$ cat config.mk
export PLATFORM = sky130hd
export DESIGN_NAME = fpga_soc_top
export DESIGN_NICKNAME = d
export VERILOG_FILES = /design/src/verilog/soc_pkg.sv /design/src/verilog/periph_xbar.sv /design/src/verilog/boot_rom.sv /design/src/verilog/clint_timer.sv /design/src/verilog/fan_pwm.sv /design/src/verilog/fpga_soc_top.sv
export VERILOG_INCLUDE_DIRS = /design/src /design/src/include
export SDC_FILE = /design/constraint.sdc
export NUM_CORES = 1
export LEC_CHECK = 0
export BUFFER_PORTS_ARGS = -buffer_cell sky130_fd_sc_hd__buf_2
export CORE_MARGIN = 3
export CORE_UTILIZATION = 28
export CTS_CLUSTER_DIAMETER = 200
export DETAILED_ROUTE_END_ITERATION = 8
export PLACE_DENSITY_LB_ADDON = 0.12
export SETUP_SLACK_MARGIN = 0.02
export SYNTH_ARGS = -nofsm -noshare
export SYNTH_HDL_FRONTEND = slang
export SYNTH_HIERARCHICAL = 1
export SYNTH_SLANG_ARGS = --single-unit
$ cat constraint.sdc
create_clock -name clk -period 5.1 [get_ports clk]
set_input_delay 0.255 -clock clk [delete_from_list [all_inputs] [get_ports clk]]
set_output_delay 0.255 -clock clk [all_outputs]
set_load 0.01 [all_outputs]
$ cat src/include/boot_rom_image.svh
/*
 * boot ROM image, sixteen 64-bit words
 */

localparam int unsigned BootImageWords = 16;

localparam logic [63:0] BootImage [BootImageWords] = '{
  64'h0202_8293_0000_0297,
  64'h0005_8593_f140_2573,
  64'h0002_8067_0182_b283,
  64'h0000_0000_0000_0000,
  64'h0000_0000_8000_0000,
  64'h1050_0073_0ff0_000f,
  64'hffdf_f06f_0000_0013,
  64'h0000_0000_0000_0000,
  64'hedfe_0dd0_0000_0000,
  64'h3800_0000_f504_0000,
  64'h2800_0000_a404_0000,
  64'h1100_0000_1000_0000,
  64'h0000_0000_0000_0000,
  64'h0000_0000_3c03_0000,
  64'h0000_0000_0000_0000,
  64'h0100_0000_0000_0000
};

$ cat src/verilog/soc_pkg.sv
/*
 * bus widths, address map, region and CLINT register enums,
 * boot ROM and fan controller sizes
 */
`default_nettype none

package soc_pkg;

  // --------------------
  // bus widths
  // --------------------
  localparam int unsigned AddrWidth   = 32;
  localparam int unsigned DataWidth   = 64;
  // byte offset inside a region, wide enough for the CLINT window
  localparam int unsigned OffsetWidth = 16;

  // --------------------
  // sizes
  // --------------------
  localparam int unsigned RomWords = 16;
  localparam int unsigned FanBits  = 4;

  // --------------------
  // address map
  // --------------------
  localparam logic [AddrWidth-1:0] RomBase     = 32'h0001_0000;
  localparam logic [AddrWidth-1:0] RomLength   = 32'h0000_1000;
  localparam logic [AddrWidth-1:0] ClintBase   = 32'h0200_0000;
  localparam logic [AddrWidth-1:0] ClintLength = 32'h0000_C000;
  localparam logic [AddrWidth-1:0] FanBase     = 32'h0300_0000;
  localparam logic [AddrWidth-1:0] FanLength   = 32'h0000_1000;

  // decoded bus target
  typedef enum logic [1:0] {
    REG_ROM,
    REG_CLINT,
    REG_FAN,
    REG_NONE
  } region_e;

  // CLINT register offsets, single hart
  typedef enum logic [OffsetWidth-1:0] {
    CLINT_MSIP     = 16'h0000,
    CLINT_MTIMECMP = 16'h4000,
    CLINT_MTIME    = 16'hBFF8
  } clint_reg_e;

endpackage

`default_nettype wire

$ cat src/verilog/periph_xbar.sv
/*
 * address decoder for the strobe bus: picks a region,
 * drives one select per target and muxes the read data back
 */
`timescale 1ns/1ps
`default_nettype none

module periph_xbar import soc_pkg::*; (
  input  logic                   clk,
  input  logic                   ndmreset_n,
  input  logic                   req_i,
  input  logic                   we_i,
  input  logic [AddrWidth-1:0]   addr_i,
  input  logic [DataWidth-1:0]   wdata_i,
  input  logic [DataWidth-1:0]   rom_rdata_i,
  input  logic [DataWidth-1:0]   clint_rdata_i,
  input  logic [DataWidth-1:0]   fan_rdata_i,
  output logic                   rom_sel_o,
  output logic                   clint_sel_o,
  output logic                   fan_sel_o,
  output logic                   we_o,
  output logic [OffsetWidth-1:0] offset_o,
  output logic [DataWidth-1:0]   wdata_o,
  output logic                   rvalid_o,
  output logic [DataWidth-1:0]   rdata_o,
  output logic                   err_o
);

  region_e              region;
  region_e              region_q;
  logic [AddrWidth-1:0] base;
  logic [AddrWidth-1:0] rel_addr;
  logic                 legal;
  logic                 rvalid_q;
  logic                 err_q;
  logic                 wr_q;

  // --------------------
  // decode
  // --------------------
  always_comb begin
    region = REG_NONE;
    base   = '0;
    if (addr_i >= RomBase && addr_i < RomBase + RomLength) begin
      region = REG_ROM;
      base   = RomBase;
    end else if (addr_i >= ClintBase && addr_i < ClintBase + ClintLength) begin
      region = REG_CLINT;
      base   = ClintBase;
    end else if (addr_i >= FanBase && addr_i < FanBase + FanLength) begin
      region = REG_FAN;
      base   = FanBase;
    end
  end

  // the ROM cannot be written
  assign legal    = (region != REG_NONE) && !(region == REG_ROM && we_i);
  assign rel_addr = addr_i - base;

  assign rom_sel_o   = req_i && legal && (region == REG_ROM);
  assign clint_sel_o = req_i && legal && (region == REG_CLINT);
  assign fan_sel_o   = req_i && legal && (region == REG_FAN);

  assign we_o     = we_i;
  assign offset_o = {rel_addr[OffsetWidth-1:3], 3'b000};
  assign wdata_o  = wdata_i;

  // --------------------
  // response
  // --------------------
  always_ff @(posedge clk or negedge ndmreset_n) begin
    if (!ndmreset_n) begin
      rvalid_q <= 1'b0;
      err_q    <= 1'b0;
      wr_q     <= 1'b0;
      region_q <= REG_NONE;
    end else begin
      rvalid_q <= req_i;
      err_q    <= req_i && !legal;
      wr_q     <= we_i;
      region_q <= region;
    end
  end

  assign rvalid_o = rvalid_q;
  assign err_o    = err_q;

  // targets registered their data on the same edge as region_q
  always_comb begin
    rdata_o = '0;
    if (rvalid_q && !err_q && !wr_q) begin
      case (region_q)
        REG_ROM:   rdata_o = rom_rdata_i;
        REG_CLINT: rdata_o = clint_rdata_i;
        REG_FAN:   rdata_o = fan_rdata_i;
        default:   rdata_o = '0;
      endcase
    end
  end

  a_one_select: assert property (@(posedge clk) disable iff (!ndmreset_n)
    $onehot0({rom_sel_o, clint_sel_o, fan_sel_o}));

  a_rvalid_latency: assert property (@(posedge clk) disable iff (!ndmreset_n)
    rvalid_o == $past(req_i));

endmodule

`default_nettype wire

$ cat src/verilog/boot_rom.sv
/*
 * boot ROM with a registered read, word index wraps at RomWords
 */
`timescale 1ns/1ps
`default_nettype none

module boot_rom import soc_pkg::*; #(
  parameter int unsigned RomWords = soc_pkg::RomWords
) (
  input  logic                   clk,
  input  logic                   sel_i,
  input  logic [OffsetWidth-1:0] offset_i,
  output logic [DataWidth-1:0]   rdata_o
);

  `include "boot_rom_image.svh"

  localparam int unsigned IdxWidth = (RomWords > 1) ? $clog2(RomWords) : 1;

  logic [DataWidth-1:0] rom_table [RomWords];
  logic [IdxWidth-1:0]  word_idx;

  // image repeats if the ROM is larger than it
  for (genvar i = 0; i < RomWords; i++) begin : g_fill
    assign rom_table[i] = BootImage[i % BootImageWords];
  end

  // byte offset to word index
  assign word_idx = IdxWidth'(offset_i[OffsetWidth-1:3] % RomWords);

  always_ff @(posedge clk) begin
    if (sel_i) begin
      rdata_o <= rom_table[word_idx];
    end
  end

endmodule

`default_nettype wire

$ cat src/verilog/clint_timer.sv
/*
 * core-local interruptor for one hart: rtc tick from clk / 2,
 * mtime, mtimecmp, msip and the timer and software interrupts
 */
`timescale 1ns/1ps
`default_nettype none

module clint_timer import soc_pkg::*; (
  input  logic                   clk,
  input  logic                   ndmreset_n,
  input  logic                   sel_i,
  input  logic                   we_i,
  input  logic [OffsetWidth-1:0] offset_i,
  input  logic [DataWidth-1:0]   wdata_i,
  output logic [DataWidth-1:0]   rdata_o,
  output logic                   timer_irq_o,
  output logic                   ipi_o
);

  logic                 rtc;
  logic                 rtc_q;
  logic                 rtc_rise;
  logic [DataWidth-1:0] mtime;
  logic [DataWidth-1:0] mtimecmp;
  logic                 msip;
  logic                 irq_q;

  // --------------------
  // real-time tick
  // --------------------
  always_ff @(posedge clk or negedge ndmreset_n) begin
    if (!ndmreset_n) begin
      rtc   <= 1'b0;
      rtc_q <= 1'b0;
    end else begin
      rtc   <= ~rtc;
      rtc_q <= rtc;
    end
  end

  assign rtc_rise = rtc && !rtc_q;

  // --------------------
  // registers
  // --------------------
  always_ff @(posedge clk or negedge ndmreset_n) begin
    if (!ndmreset_n) begin
      mtime    <= '0;
      mtimecmp <= '1;
      msip     <= 1'b0;
      irq_q    <= 1'b0;
    end else begin
      if (rtc_rise) begin
        mtime <= mtime + 1'b1;
      end
      // a bus write to mtime wins over the tick
      if (sel_i && we_i) begin
        case (offset_i)
          CLINT_MSIP:     msip     <= wdata_i[0];
          CLINT_MTIMECMP: mtimecmp <= wdata_i;
          CLINT_MTIME:    mtime    <= wdata_i;
          default:        ;
        endcase
      end
      irq_q <= (mtime >= mtimecmp);
    end
  end

  // read data, unknown offsets give zero
  always_ff @(posedge clk) begin
    if (sel_i) begin
      case (offset_i)
        CLINT_MSIP:     rdata_o <= {{(DataWidth-1){1'b0}}, msip};
        CLINT_MTIMECMP: rdata_o <= mtimecmp;
        CLINT_MTIME:    rdata_o <= mtime;
        default:        rdata_o <= '0;
      endcase
    end
  end

  assign timer_irq_o = irq_q;
  assign ipi_o       = msip;

  a_irq_matches_cmp: assert property (@(posedge clk) disable iff (!ndmreset_n)
    timer_irq_o == $past(mtime >= mtimecmp));

  // mtime only counts up, so only a bus write can drop a pending timer irq
  a_irq_holds: assert property (@(posedge clk) disable iff (!ndmreset_n)
    timer_irq_o && !$past(sel_i && we_i) |=> timer_irq_o);

endmodule

`default_nettype wire

$ cat src/verilog/fan_pwm.sv
/*
 * fan controller: bus-writable duty setting and PWM output
 */
`timescale 1ns/1ps
`default_nettype none

module fan_pwm import soc_pkg::*; #(
  parameter int unsigned FanBits = soc_pkg::FanBits
) (
  input  logic                 clk,
  input  logic                 ndmreset_n,
  input  logic                 sel_i,
  input  logic                 we_i,
  input  logic [DataWidth-1:0] wdata_i,
  output logic [DataWidth-1:0] rdata_o,
  output logic                 fan_pwm_o
);

  logic [FanBits-1:0] setting;
  logic [FanBits-1:0] pwm_cnt;

  // --------------------
  // setting and counter
  // --------------------
  // full speed out of reset
  always_ff @(posedge clk or negedge ndmreset_n) begin
    if (!ndmreset_n) begin
      setting <= '1;
      pwm_cnt <= '0;
    end else begin
      pwm_cnt <= pwm_cnt + 1'b1;
      if (sel_i && we_i) begin
        setting <= wdata_i[FanBits-1:0];
      end
    end
  end

  always_ff @(posedge clk) begin
    if (sel_i) begin
      rdata_o <= {{(DataWidth-FanBits){1'b0}}, setting};
    end
  end

  // high for setting out of 2**FanBits cycles
  assign fan_pwm_o = (pwm_cnt < setting);

endmodule

`default_nettype wire

$ cat src/verilog/fpga_soc_top.sv
/*
 * SoC shell top level: bus decoder, boot ROM, CLINT and fan PWM
 */
`timescale 1ns/1ps
`default_nettype none

module fpga_soc_top import soc_pkg::*; #(
  parameter int unsigned RomWords = soc_pkg::RomWords,
  parameter int unsigned FanBits  = soc_pkg::FanBits
) (
  input  logic                 clk,
  input  logic                 ndmreset_n,
  input  logic                 req_i,
  input  logic                 we_i,
  input  logic [AddrWidth-1:0] addr_i,
  input  logic [DataWidth-1:0] wdata_i,
  output logic                 rvalid_o,
  output logic [DataWidth-1:0] rdata_o,
  output logic                 err_o,
  output logic                 timer_irq_o,
  output logic                 ipi_o,
  output logic                 fan_pwm_o
);

  logic                   rom_sel;
  logic                   clint_sel;
  logic                   fan_sel;
  logic                   bus_we;
  logic [OffsetWidth-1:0] bus_offset;
  logic [DataWidth-1:0]   bus_wdata;
  logic [DataWidth-1:0]   rom_rdata;
  logic [DataWidth-1:0]   clint_rdata;
  logic [DataWidth-1:0]   fan_rdata;

  // --------------------
  // bus decoder
  // --------------------
  periph_xbar i_periph_xbar (
    .clk           ( clk         ),
    .ndmreset_n    ( ndmreset_n  ),
    .req_i         ( req_i       ),
    .we_i          ( we_i        ),
    .addr_i        ( addr_i      ),
    .wdata_i       ( wdata_i     ),
    .rom_rdata_i   ( rom_rdata   ),
    .clint_rdata_i ( clint_rdata ),
    .fan_rdata_i   ( fan_rdata   ),
    .rom_sel_o     ( rom_sel     ),
    .clint_sel_o   ( clint_sel   ),
    .fan_sel_o     ( fan_sel     ),
    .we_o          ( bus_we      ),
    .offset_o      ( bus_offset  ),
    .wdata_o       ( bus_wdata   ),
    .rvalid_o      ( rvalid_o    ),
    .rdata_o       ( rdata_o     ),
    .err_o         ( err_o       )
  );

  // --------------------
  // targets
  // --------------------
  boot_rom #(
    .RomWords ( RomWords )
  ) i_boot_rom (
    .clk      ( clk        ),
    .sel_i    ( rom_sel    ),
    .offset_i ( bus_offset ),
    .rdata_o  ( rom_rdata  )
  );

  clint_timer i_clint_timer (
    .clk         ( clk         ),
    .ndmreset_n  ( ndmreset_n  ),
    .sel_i       ( clint_sel   ),
    .we_i        ( bus_we      ),
    .offset_i    ( bus_offset  ),
    .wdata_i     ( bus_wdata   ),
    .rdata_o     ( clint_rdata ),
    .timer_irq_o ( timer_irq_o ),
    .ipi_o       ( ipi_o       )
  );

  fan_pwm #(
    .FanBits ( FanBits )
  ) i_fan_pwm (
    .clk        ( clk        ),
    .ndmreset_n ( ndmreset_n ),
    .sel_i      ( fan_sel    ),
    .we_i       ( bus_we     ),
    .wdata_i    ( bus_wdata  ),
    .rdata_o    ( fan_rdata  ),
    .fan_pwm_o  ( fan_pwm_o  )
  );

endmodule

`default_nettype wire

---- After elaboration in Yosys (flattened, before gate mapping) ----
Memories as Yosys holds them, arrays and structs flattened. A register that Yosys moved wholly into a read port is not among the register bits.
Index checks and enable logic that the tools add are counted.
Widths: inputs -> output; s select.
operators by class
  reductions and logical operators ........ 25
  $lt $le $gt $ge ......................... 8
  bitwise logic cells ..................... 2
  $add $sub $neg .......................... 3
  mux-type cells .......................... 11
  equality and inequality tests ........... 7
operators by type and width
  kind                   count
  $pmux 64 s3            2
  $mux 64                4
  $add 64x1->64 const B  1
  $ge 32x26->1 const B   2
  $ge 64x64->1           1
  $lt 32x26->1 const B   2
  $ge 32x17->1 const B   1
  $lt 32x17->1 const B   1
  $mux 16                2
  $logic_not 16->1       1
  $sub 16x16->16         1
  $logic_and 1x1->1      15
  $eq 13x12->1 const B   1
  $eq 13x13->1 const B   1
  $logic_not 1->1        5
  $not 4->5              1
  $add 4x1->4 const B    1
  $eq 2x1->1 const B     2
  $eq 2x2->1 const B     2
  $logic_not 2->1        2
  $lt 4x4->1             1
  $mux 2                 2
  $reduce_and 2->1       2
  $ne 2x2->1 const B     1
  other kinds (2)        2
word-level totals
  memories kept ........................... 1
  register bits after elaboration ......... 213
  output and inout port bits .............. 69
  logic and storage cells ................. 71
  memory bits (read-only) ................. 1024
memories
  memory            depth  width  read ports  clocked after Yosys merged registers in  wr ports  line            text
  (name not given)  16     64     1           1                                        0         boot_rom.sv:33  rdata_o <= rom_table[word_idx];

---- Longest topological paths before layout ----
Gate-level depths: netlist of the first run.
  word-level depth ........................ 13
  gate-level depth with buffers ........... 9

---- Cells and area by module ----
Netlist of the first run, hierarchy kept.
modules (own cells, without submodules)
  module       area an instance (sq um)  times used  cells an instance  sequential area each (sq um)
  clint_timer  10324.9                   1           944                5305.1
  periph_xbar  2481.1                    1           393                127.6
  boot_rom     1840.5                    1           142                1171.1
  fan_pwm      969.7                     1           94                 325.3

---- Worst setup path after synthesis of the first run ----
OpenSTA, ideal clock, no wires.
  kind .................................... input-to-reg
  start point ............................. in addr_i[29]
  end point ............................... reg i_clint_timer.mtimecmp[0]
  path buffers ............................ 1
  arrival time ............................ 4.124 ns
  cell stages on the path ................. 6
  path slack .............................. 0.893 ns
  path through ............................ or4_4 > nor4_4 > and3_1 > nand3_1 > clkbuf_1 > mux2_2
between the ends
  word-level cells in the longest chain between the ends .. 13
  elaborated cells between the ends (all ways) .. 25
RTL lines
  element                                       line                text
  from (decl)                                   fpga_soc_top.sv:15  input logic [AddrWidth-1:0] addr_i,
  $ge 32x26->1 or $lt 32x26->1 (tied branches)  periph_xbar.sv:50   end else if (addr_i >= FanBase && addr_i < FanBase + FanLength) begin
  $logic_and 1x1->1                             periph_xbar.sv:50
  $mux 1                                        periph_xbar.sv:50
  $mux 2                                        periph_xbar.sv:47   end else if (addr_i >= ClintBase && addr_i < ClintBase + ClintLength) begin
  $mux 2 (*)                                    periph_xbar.sv:44   if (addr_i >= RomBase && addr_i < RomBase + RomLength) begin
  $logic_not 2->1                               periph_xbar.sv:57   assign legal = (region != REG_NONE) && !(region == REG_ROM && we_i);
  $logic_and 1x1->1                             periph_xbar.sv:57
  $logic_not 1->1                               periph_xbar.sv:57
  $logic_and 1x1->1                             periph_xbar.sv:57
  $logic_and 1x1->1                             periph_xbar.sv:61   assign clint_sel_o = req_i && legal && (region == REG_CLINT);
  $logic_and 1x1->1 (*)                         periph_xbar.sv:61
  net clint_sel                                 fpga_soc_top.sv:26  logic clint_sel;
  $logic_and 1x1->1 (*)                         clint_timer.sv:57   if (sel_i && we_i) begin
  $reduce_and 2->1 (no source line) (*)         -
  to (signal assigned)                          clint_timer.sv:60   CLINT_MTIMECMP: mtimecmp <= wdata_i;
  to (decl)                                     clint_timer.sv:24   logic [DataWidth-1:0] mtimecmp;
Mark *: on every way through the listed nets, which the timed path passes. The rest lies on a longest branch.
A chain may end at the register's enable or synchronous reset.

---- Worst setup path after layout of the first run ----
  start point ............................. reg i_periph_xbar.region_q[0]
  end point ............................... out rdata_o[38]
between the ends
  word-level cells in the longest chain between the ends .. 3
  elaborated cells between the ends (all ways) .. 5
RTL lines
  element                                   line                text
  from (decl)                               periph_xbar.sv:30   region_e region_q;
  from (signal assigned)                    periph_xbar.sv:81   region_q <= region;
  $eq 2x2->1, or another cell as far along  periph_xbar.sv:92   case (region_q)
  $pmux 64 s3 (*)                           periph_xbar.sv:92
  $mux 64 (*)                               periph_xbar.sv:91   if (rvalid_q && !err_q && !wr_q) begin
  to (decl)                                 fpga_soc_top.sv:18  output logic [DataWidth-1:0] rdata_o,
Every way passes the cells marked *; elsewhere a longest branch is shown, timed or not.

==> results.sh, run 1 <==
export IMPL_p_per_area_nw_per_um2=255
export IMPL_critPathRequiredTime_ps=4850
export IMPL_hold_path_endpoint="i_periph_xbar/region_q[1]$_DFF_PN1_"
export IMPL_ir_worst_vdd_uv=172
export IMPL_first_pass_iters=4
export IMPL_startpoint_type="register"
export IMPL_cts_sinks=252
export IMPL_synth_area_um2=15600
export IMPL_hpwl_mm=31.2
export IMPL_wl_met1_mm=22.6
export IMPL_hp_start="addr_i[15]"
export IMPL_yosys_cell_types_count=63
export IMPL_setup_worst_path_end_class="output pin"
export IMPL_p_leak_nw=7.51
export IMPL_ff2ff_path_depth=6
export IMPL_finClkSkew_ps=27.4
export IMPL_fin_crit_ps=3340
export IMPL_multi_input_area_um2=7070
export IMPL_swShare=0.225
export IMPL_slowest_stage="dfstp_4"
export IMPL_worst_slack_ps=1760
export IMPL_vias_per_cell=4.55
export IMPL_arrival_ps=3090
export IMPL_ys_seq_area_frac=0.444
export IMPL_fin_crit_sh=0.655
export IMPL_die_y_um=242
export IMPL_synth_async_reset_ratio=0.575
export IMPL_critPathMaxFanout=52
export IMPL_initial_core_util=0.287
export IMPL_grt_first_pass_wirelength_mm=69.3
export IMPL_drc=0
export IMPL_crit_chain="a211oi_1 > nand2_2 > buf_4 > nor2_1 > buf_2"
export IMPL_ff_latch_area_um2=6930
export IMPL_num_io_pins=169
export IMPL_max_clock_path_buffers=3
export IMPL_rr_endpoint="i_clint_timer/mtime[46]$_DFF_PN0_"
export IMPL_ys_ff_latch=252
export IMPL_clockRootBuffer="clkbuf_16"
export IMPL_cts_tree="done"
export IMPL_core_um2=54500
export IMPL_final_cell_mix="nor2_1 (164), buf_2 (164), a21oi_1 (109)"
export IMPL_clk_pin_slew_ps=50
export IMPL_rsz0062_at_grt="false"
export IMPL_yosys_warnings=6
export IMPL_clk_latency_ps=540
export IMPL_critPathKind="reg -> out"
export IMPL_hold_violations=0
export IMPL_final_layout_size_suffix_gt1_frac=0.232
export IMPL_max_stage_delay_ps=1000
export IMPL_power_frac_seq=0.462
export IMPL_numCtsBuffers=34
export IMPL_wl_mm=44.8
export IMPL_track_usage=0.151
export IMPL_hold_class="in -> reg"
export IMPL_synth_edf_count=107
export IMPL_synth_flop_cell="edfxtp_1"
export IMPL_finalSetupTns_ps=0
export IMPL_syn_inst=1573
export IMPL_ctsResizeCount=0
export IMPL_area_delta_synth_final_pct=15.1
export IMPL_nFillCells=5694
export IMPL_avgSynthCellArea_um2=9.93
export IMPL_maxSlewViolCount=0
export IMPL_place_congestion=0.796
export IMPL_antenna_found_initial=0
export IMPL_htreeDepth=2
export IMPL_power_frac_clock=0.499
export IMPL_detail_route_wl_per_cell_um=18.3
export IMPL_die_w_um=242
export IMPL_grt_pass1_vias=11400
export IMPL_grt_ovfl_total=0
export IMPL_reg2reg_slack_ps=2060
export IMPL_drv_cap=0
export IMPL_worstMarginPinSlew_ps=1200
export IMPL_setup_viol=0
export IMPL_p_switching_mw=1.03
export IMPL_whs_ps=150
export IMPL_outcome="completed"
export IMPL_p_comb_frac=0.039
export IMPL_wl_met3_mm=1.52
export IMPL_routed_top_layer="met4"
export IMPL_die_area_um2=58600
export IMPL_vias=11100
export IMPL_critPathBufInv=2
export IMPL_max_freq_mhz=299
export IMPL_final_area_um2=18000
export IMPL_fin_nets=1857
export IMPL_timing_rr_start="i_clint_timer/mtime[9]$_DFF_PN0_"
export IMPL_critical_path_top_delay_family="flip-flops"
export IMPL_slew_headroom=0.196
export IMPL_whs_path_depth=3
export IMPL_ant_nets=0
export IMPL_drt_iter0_drc=461
export IMPL_placed_area_um2=16200
export IMPL_port_buffers=165
export IMPL_p_int_mw=3.55
export IMPL_rows=85
export IMPL_met2_length_mm=19.7
export IMPL_grt_max_degree=123
export IMPL_place_ws_ps=1880
==> timing repair <==
item	in CTS	in global routing
setup buffers	0	0
endpoints found under the hold margin	174	0
hold buffers	68	0
==> kinds of logic (layout without fill, tap and decap cells) <==
family | Yosys count | in the layout | synth area share
simple gates | 435 | 435 | 0.135
buf+inv | 328 | 401 | 0.121
compound gates | 282 | 282 | 0.111
flops | 252 | 252 | 0.444
mux | 135 | 135 | 0.0930
fa+ha+maj | 73 | 73 | 0.0585
xor+xnor | 65 | 65 | 0.0365
other cells | 3 | 67 | 0.000721
==> synthesized netlist by cell type, types with 49 or more instances <==
| master | n | area, um^2 |
|---|---|---|
| buf_4 | 167 | 1250 |
| nor2_1 | 164 | 616 |
| a21oi_1 | 109 | 546 |
| nand2_1 | 108 | 405 |
| edfxtp_1 | 107 | 3210 |
| inv_1 | 92 | 345 |
| dfrtp_1 | 75 | 1880 |
| o21ai_0 | 75 | 375 |
| ha_1 | 73 | 913 |
| dfstp_2 | 70 | 1840 |
| mux2i_1 | 66 | 661 |
| mux2_2 | 65 | 732 |
| a22o_1 | 63 | 552 |
| xnor2_1 | 49 | 429 |
==> per-layer routing <==
metal	track usage	vias to the layer above
met4	0.0442	0
met5	0	-
met3	0.0222	53
li1	-	5513
met1	0.218	5385
met2	0.234	195
==> registers in the layout, indices dropped and copies added, names as in the netlist <==
name and count:
i_periph_xbar/wr_q 1, i_clint_timer/mtimecmp 64, i_clint_timer/mtime 64, i_periph_xbar/err_o 1
i_clint_timer/rtc 1, i_clint_timer/rdata_o 64, i_clint_timer/ipi_o 1, i_fan_pwm/pwm_cnt 4
i_boot_rom/rdata_o 39, i_periph_xbar/region_q 2, i_fan_pwm/setting 4, i_clint_timer/rtc_q 1
i_clint_timer/timer_irq_o 1, i_fan_pwm/rdata_o 4, i_periph_xbar/rvalid_o 1
==> worst max-delay path by stage <==
stage / from / to / slack, ps / cells after the start
floorplan: addr_i[29] / i_clint_timer/mtimecmp[0]$_DFFE_PN1P_ / 890 / 6
global placement: addr_i[29] / i_clint_timer/mtime[27]$_DFF_PN0_ / 1900 / 9
detailed placement: addr_i[29] / i_clint_timer/mtime[20]$_DFF_PN0_ / 1880 / 9
CTS: i_periph_xbar/region_q[0]$_DFF_PN1_ / rdata_o[35] / 1610 / 5
global route: i_periph_xbar/region_q[0]$_DFF_PN1_ / rdata_o[34] / 1420 / 5
finish: i_periph_xbar/region_q[0]$_DFF_PN1_ / rdata_o[38] / 1760 / 5
==> cell type report <==
| cell class | count | area share |
|---|---|---|
| flip-flops and latches | 252 | 0.386 |
| clock buffers | 46 | 0.0527 |
| diodes | 1 | 0.000139 |
| repair buffers | 247 | 0.0907 |
| clock inverters | 15 | 0.00606 |
| well taps | 739 | 0.0515 |
| inverters | 93 | 0.0194 |
| multi-input cells | 1056 | 0.394 |
==> metrics by stage <==
step	total power [mW]	cells	util
after floorplan	2.28	1636	-
after global placement	2.29	2319	0.298
after detailed placement	2.29	2319	0.298
after CTS	4.68	2448	0.330
after global routing	4.77	2448	0.330
final	4.58	2449	0.330
==> power by group through the flow <==
| stage | sequential [mW] | combinational [mW] | clock (mW) |
|---|---|---|---|
| 6_report | 2.11 | 0.179 | 2.29 |
| 5_1_grt | 2.11 | 0.200 | 2.45 |
| 4_1_cts | 2.11 | 0.182 | 2.39 |
| 3_5_place_dp | 2.15 | 0.140 | 0 |
| 3_3_place_gp | 2.15 | 0.140 | 0 |
| 2_1_floorplan | 2.15 | 0.131 | 0 |
==> worst register-to-register path: stages, from the launching register on <==
cell and delay, ps:
dfrtp_1 510, nand4_1 240, nor4_4 620, nand3_1 730
nor4_1 540, xnor2_1 180, o21ai_0 90
Power figures use the tool's default switching activity.
==> run 2: changes to the inputs <==
==> constraint.sdc (replaced) <==
create_clock -name clk -period 3.3 [get_ports clk]
set_input_delay 0.165 -clock clk [delete_from_list [all_inputs] [get_ports clk]]
set_output_delay 0.165 -clock clk [all_outputs]
set_load 0.01 [all_outputs]
==> results.sh, run 2 (synthesized netlist as in run 1, its figures left out) <==
export IMPL_outcome="completed"
export IMPL_p_leak_nw=7.60
export IMPL_drt_iter0_drc=485
export IMPL_place_congestion=0.797
export IMPL_critPathMaxFanout=20
export IMPL_clockRootBuffer="clkbuf_16"
export IMPL_reg_top3="i_clint_timer/mtime (64), i_clint_timer/mtimecmp (64), i_clint_timer/rdata_o (64)"
export IMPL_vias=11200
export IMPL_ir_worst_vdd_uv=351
export IMPL_num_io_pins=169
export IMPL_final_area_um2=18200
export IMPL_grt_ovfl_total=0
export IMPL_setup_worst_path_end_class="output pin"
export IMPL_vias_per_cell=4.53
export IMPL_numCtsBuffers=31
export IMPL_die_area_um2=58600
export IMPL_placed_area_um2=16400
export IMPL_final_cell_mix="nor2_1 (164), buf_2 (164), a21oi_1 (109)"
export IMPL_max_stage_delay_ps=860
export IMPL_clk_latency_ps=570
export IMPL_worstMarginPinSlew_ps=786
export IMPL_initial_core_util=0.287
export IMPL_final_core_util=0.333
export IMPL_drc=0
export IMPL_critPathRequiredTime_ps=3130
export IMPL_setup_viol=0
export IMPL_htreeDepth=1
export IMPL_crit_chain="buf_4 > mux2i_1 > nor2_1 > a21oi_1 > nor2_1 > buf_2"
export IMPL_rsz0062_at_grt="false"
export IMPL_track_usage=0.151
export IMPL_grt_max_degree=123
export IMPL_ctsResizeCount=0
export IMPL_ant_nets=0
export IMPL_port_buffers=165
export IMPL_wl_mm=44.9
export IMPL_startpoint_type="register"
export IMPL_die_w_um=242
export IMPL_finalSetupTns_ps=0
export IMPL_fin_nets=1873
export IMPL_first_pass_iters=7
export IMPL_place_ws_ps=563
export IMPL_core_um2=54500
export IMPL_detail_route_wl_per_cell_um=18.2
export IMPL_grt_first_pass_wirelength_mm=69.7
export IMPL_hpwl_mm=31.6
export IMPL_slew_headroom=0.471
export IMPL_nFillCells=5717
export IMPL_clk_pin_slew_ps=60
export IMPL_cts_tree="done"
export IMPL_grt_pass1_vias=11300
export IMPL_maxSlewViolCount=0
export IMPL_fin_crit_ps=2810
export IMPL_whs_ps=82.1
export IMPL_max_clock_path_buffers=3
export IMPL_cts_sinks=252
export IMPL_drv_cap=0
export IMPL_die_y_um=242
export IMPL_rows=85
export IMPL_hold_class="in -> reg"
export IMPL_area_delta_synth_final_pct=16.3
export IMPL_final_layout_size_suffix_gt1_frac=0.240
export IMPL_fin_crit_sh=0.853
export IMPL_finClkSkew_ps=10.6
export IMPL_p_per_area_nw_per_um2=389
export IMPL_slowest_stage="dfstp_4"
export IMPL_worst_slack_ps=485
export IMPL_antenna_found_initial=0
export IMPL_critPathKind="reg -> out"
export IMPL_crit_top_cell="nor2_1"
export IMPL_arrival_ps=2650
export IMPL_max_freq_mhz=355
export IMPL_hold_violations=0
run 2: worst max-delay path: cells and delay by family (launching register included):
| family | cells | cell delay, ps |
|---|---|---|
| AOI/OAI and AO/OA | 1 | 160 |
| buffers and inverters | 2 | 550 |
| DFF | 1 | 860 |
| muxes | 1 | 320 |
| and+or+nand+nor | 2 | 180 |
run 2: report_power, final:
| group | internal (mW) | switching [mW] | total (mW) | leakage (nW) |
|---|---|---|---|---|
| Sequential | 3.27 | 0.00112 | 3.27 | 2.52 |
| Clock | 2.10 | 1.41 | 3.51 | 0.515 |
| Combinational | 0.128 | 0.154 | 0.282 | 4.56 |
| Total | 5.49 | 1.57 | 7.06 | 7.60 |
run 2: worst paths after layout:
path | end | depth (start not counted) | slack, ps | startpoint
worst max-delay path | rdata_o[3] | 6 | 490 | i_periph_xbar/region_q[0]$_DFF_PN1_
worst min-delay path | i_boot_rom/rdata_o[9]$_SDFFCE_PN0P_ | 2 | 80 | addr_i[3]
worst max register to register | i_clint_timer/timer_irq_o$_DFF_PN0_ | 9 | 500 | i_clint_timer/mtimecmp[14]$_DFFE_PN1P_
worst min register to register | i_clint_timer/rtc_q$_DFF_PN0_ | 0 | 440 | i_clint_timer/rtc$_DFF_PN0_
max in group asynchronous | i_clint_timer/mtimecmp[59]$_DFFE_PN1P_ | 3 | 2260 | ndmreset_n
min in group asynchronous | i_clint_timer/mtime[21]$_DFF_PN0_ | 2 | 170 | ndmreset_n
run 2: layer usage:
layer | track usage | wire length [um]
met2 | 0.239 | 20000
met4 | 0.0332 | 756
met3 | 0.0194 | 1450
met1 | 0.218 | 22800
met5 | 0 | 0
run 2: per-stage QoR:
| stage | instances | total power, mW |
|---|---|---|
| after global placement | 2333 | 3.55 |
| after global routing | 2463 | 7.35 |
| after floorplan | 1636 | 3.53 |
| after CTS | 2463 | 7.20 |
| final | 2464 | 7.06 |
| after detailed placement | 2333 | 3.55 |
run 2: timing repair:
| action | 4_1_cts | 5_1_grt |
|---|---|---|
| hold buffers | 73 | 0 |
| buffers inserted | 0 | 0 |
| endpoints found under the hold margin | 173 | 0 |
run 2: final cells by class:
| class | count | area [um^2] | area share |
|---|---|---|---|
| sequential | 252 | 6930 | 0.382 |
| timing repair buffer | 266 | 1840 | 0.101 |
| inverter | 93 | 349 | 0.0192 |
| tap | 739 | 925 | 0.0509 |
| clock inverter | 20 | 211 | 0.0116 |
| clock buffer | 37 | 830 | 0.0457 |
| antenna | 1 | 2.50 | 0.000138 |
| multi-input combinational | 1056 | 7070 | 0.389 |
==> run 3: changes to the inputs <==
--- a/config.mk
+++ b/config.mk
@@ -6,13 +6,14 @@
 export SDC_FILE = /design/constraint.sdc
 export NUM_CORES = 1
 export LEC_CHECK = 0
-export BUFFER_PORTS_ARGS = -buffer_cell sky130_fd_sc_hd__buf_2
 export CORE_MARGIN = 3
-export CORE_UTILIZATION = 28
+export CORE_UTILIZATION = 50
 export CTS_CLUSTER_DIAMETER = 200
 export DETAILED_ROUTE_END_ITERATION = 8
+export DONT_BUFFER_PORTS = 1
 export PLACE_DENSITY_LB_ADDON = 0.12
 export SETUP_SLACK_MARGIN = 0.02
+export SKIP_LAST_GASP = 1
 export SYNTH_ARGS = -nofsm -noshare
 export SYNTH_HDL_FRONTEND = slang
 export SYNTH_HIERARCHICAL = 1
==> results.sh, run 3 (synthesized netlist as in run 1, its figures left out) <==
export IMPL_outcome="finished, violations left"
export IMPL_violations="hold timing"
export IMPL_nFillCells=2764
export IMPL_die_w_um=183
export IMPL_ctsHoldBuffers=81
export IMPL_critPathMaxFanout=4
export IMPL_grt_pass1_vias=10800
export IMPL_dp_cells=1815
export IMPL_critPathKind="in -> reg"
export IMPL_met2_length_mm=16.8
export IMPL_maxSlewViolCount=0
export IMPL_num_io_pins=169
export IMPL_routed_top_layer="met4"
export IMPL_reg_top3="i_clint_timer/mtime (64), i_clint_timer/mtimecmp (64), i_clint_timer/rdata_o (64)"
export IMPL_p_per_area_nw_per_um2=392
export IMPL_timing_rr_start="i_clint_timer/mtime[9]$_DFF_PN0_"
export IMPL_rr_endpoint="i_clint_timer/mtime[55]$_DFF_PN0_"
export IMPL_core_um2=30700
export IMPL_finalSetupTns_ps=0
export IMPL_htreeDepth=1
export IMPL_rsz0062_at_grt="false"
export IMPL_drv_cap=0
export IMPL_fin_crit_ps=2740
export IMPL_wl_met1_mm=18.6
export IMPL_grt_ovfl_total=0
export IMPL_numCtsBuffers=29
export IMPL_first_pass_iters=5
export IMPL_fin_crit_sh=0.829
export IMPL_rows=64
export IMPL_vias=10700
export IMPL_mostFrequentLayoutCell="nor2_1"
export IMPL_port_buffers=0
export IMPL_ant_nets=0
export IMPL_p_leak_nw=6.77
export IMPL_stdcell_count=1951
export IMPL_die_y_um=183
export IMPL_ff_latch_area_um2=6930
export IMPL_drt_iter0_drc=639
export IMPL_arrival_ps=3200
export IMPL_vias_per_cell=5.48
export IMPL_clockRootBuffer="clkbuf_16"
export IMPL_startpoint_type="input port"
export IMPL_reg2reg_slack_ps=600
export IMPL_setup_viol=0
export IMPL_place_congestion=0.831
export IMPL_final_cell_mix="nor2_1 (164), a21oi_1 (109), nand2_1 (107), edfxtp_1 (107), inv_1 (92)"
export IMPL_whs_ps=-675
export IMPL_grt_first_pass_wirelength_mm=60.1
export IMPL_setup_worst_path_end_class="register"
export IMPL_initial_core_util=0.509
export IMPL_max_freq_mhz=365
export IMPL_grt_max_degree=146
export IMPL_worstMarginPinSlew_ps=1230
export IMPL_critPathRequiredTime_ps=3760
export IMPL_slew_headroom=0.176
export IMPL_hold_violations=145
export IMPL_ff2ff_path_depth=6
export IMPL_wl_mm=38.1
export IMPL_final_layout_size_suffix_gt1_frac=0.146
export IMPL_clk_pin_slew_ps=60
export IMPL_cts_sinks=252
export IMPL_multi_input_area_um2=7070
export IMPL_antenna_found_initial=1
export IMPL_hpwl_mm=25.5
export IMPL_drc=0
export IMPL_area_delta_synth_final_pct=7.34
export IMPL_wl_met3_mm=2.23
export IMPL_cts_tree="done"
export IMPL_detail_route_wl_per_cell_um=19.5
export IMPL_max_clock_path_buffers=3
export IMPL_finClkSkew_ps=10.3
export IMPL_die_area_um2=33400
export IMPL_fin_nets=1704
export IMPL_hold_class="in -> async"
export IMPL_ir_worst_vdd_uv=322
export IMPL_track_usage=0.225
export IMPL_clk_latency_ps=540
-- run 3: area by class of cell --
type,instances,area share
flip-flops and latches,252,0.414
repair buffers,99,0.0587
multi-input cells,1056,0.422
inverters,93,0.0208
diodes,2,0.000299
well taps,396,0.0296
clock buffers,39,0.0479
clock inverters,14,0.00724
-- run 3: power breakdown --
part / internal [mW] / switching [mW]
sequential: 3.27 / 0.00173
clock: 1.85 / 1.28
combinational: 0.0894 / 0.0860
total: 5.21 / 1.37
-- run 3: stage by stage --
stage	utilization	cell area (um^2)	setup slack, ps	total power, mW
after CTS	0.546	16800	537	6.66
after detailed placement	0.490	15000	627	3.39
final	0.547	16800	564	6.58
after global routing	0.546	16800	395	6.81
after global placement	0.490	15000	653	3.39
after floorplan	-	15900	76.0	3.53
-- run 3: worst max-delay path by stage --
stage / from / endpoint / slack [ps]
floorplan: addr_i[29] / i_clint_timer/mtime[0]$_DFF_PN0_ / 80
global placement: i_clint_timer/mtimecmp[14]$_DFFE_PN1P_ / i_clint_timer/timer_irq_o$_DFF_PN0_ / 650
detailed placement: i_clint_timer/mtimecmp[14]$_DFFE_PN1P_ / i_clint_timer/timer_irq_o$_DFF_PN0_ / 630
CTS: i_periph_xbar/region_q[1]$_DFF_PN1_ / rdata_o[60] / 540
global route: i_clint_timer/mtime[9]$_DFF_PN0_ / i_clint_timer/mtime[55]$_DFF_PN0_ / 400
finish: addr_i[17] / i_periph_xbar/region_q[1]$_DFF_PN1_ / 560
-- run 3: what timing repair did --
item | CTS | global route
resized for setup | 0 | 0
endpoints found under the hold margin | 321 | 145
endpoints found under the setup margin | 0 | 0
setup buffers | 0 | 0
-- run 3: routing by layer --
layer | GRT usage | vias to the layer above
met5 | 0 | -
met4 | 0.0363 | 0
met3 | 0.0339 | 40
met2 | 0.354 | 283
met1 | 0.338 | 5167
li1 | - | 5198
-- run 3: critical path, stage by stage --
cell and delay, ps:
dlygate4sd3_1 560, or3_4 360, dlygate4sd3_1 600, nor4_4 280, dlygate4sd3_1 610, a21oi_1 40, dlygate4sd3_1 570
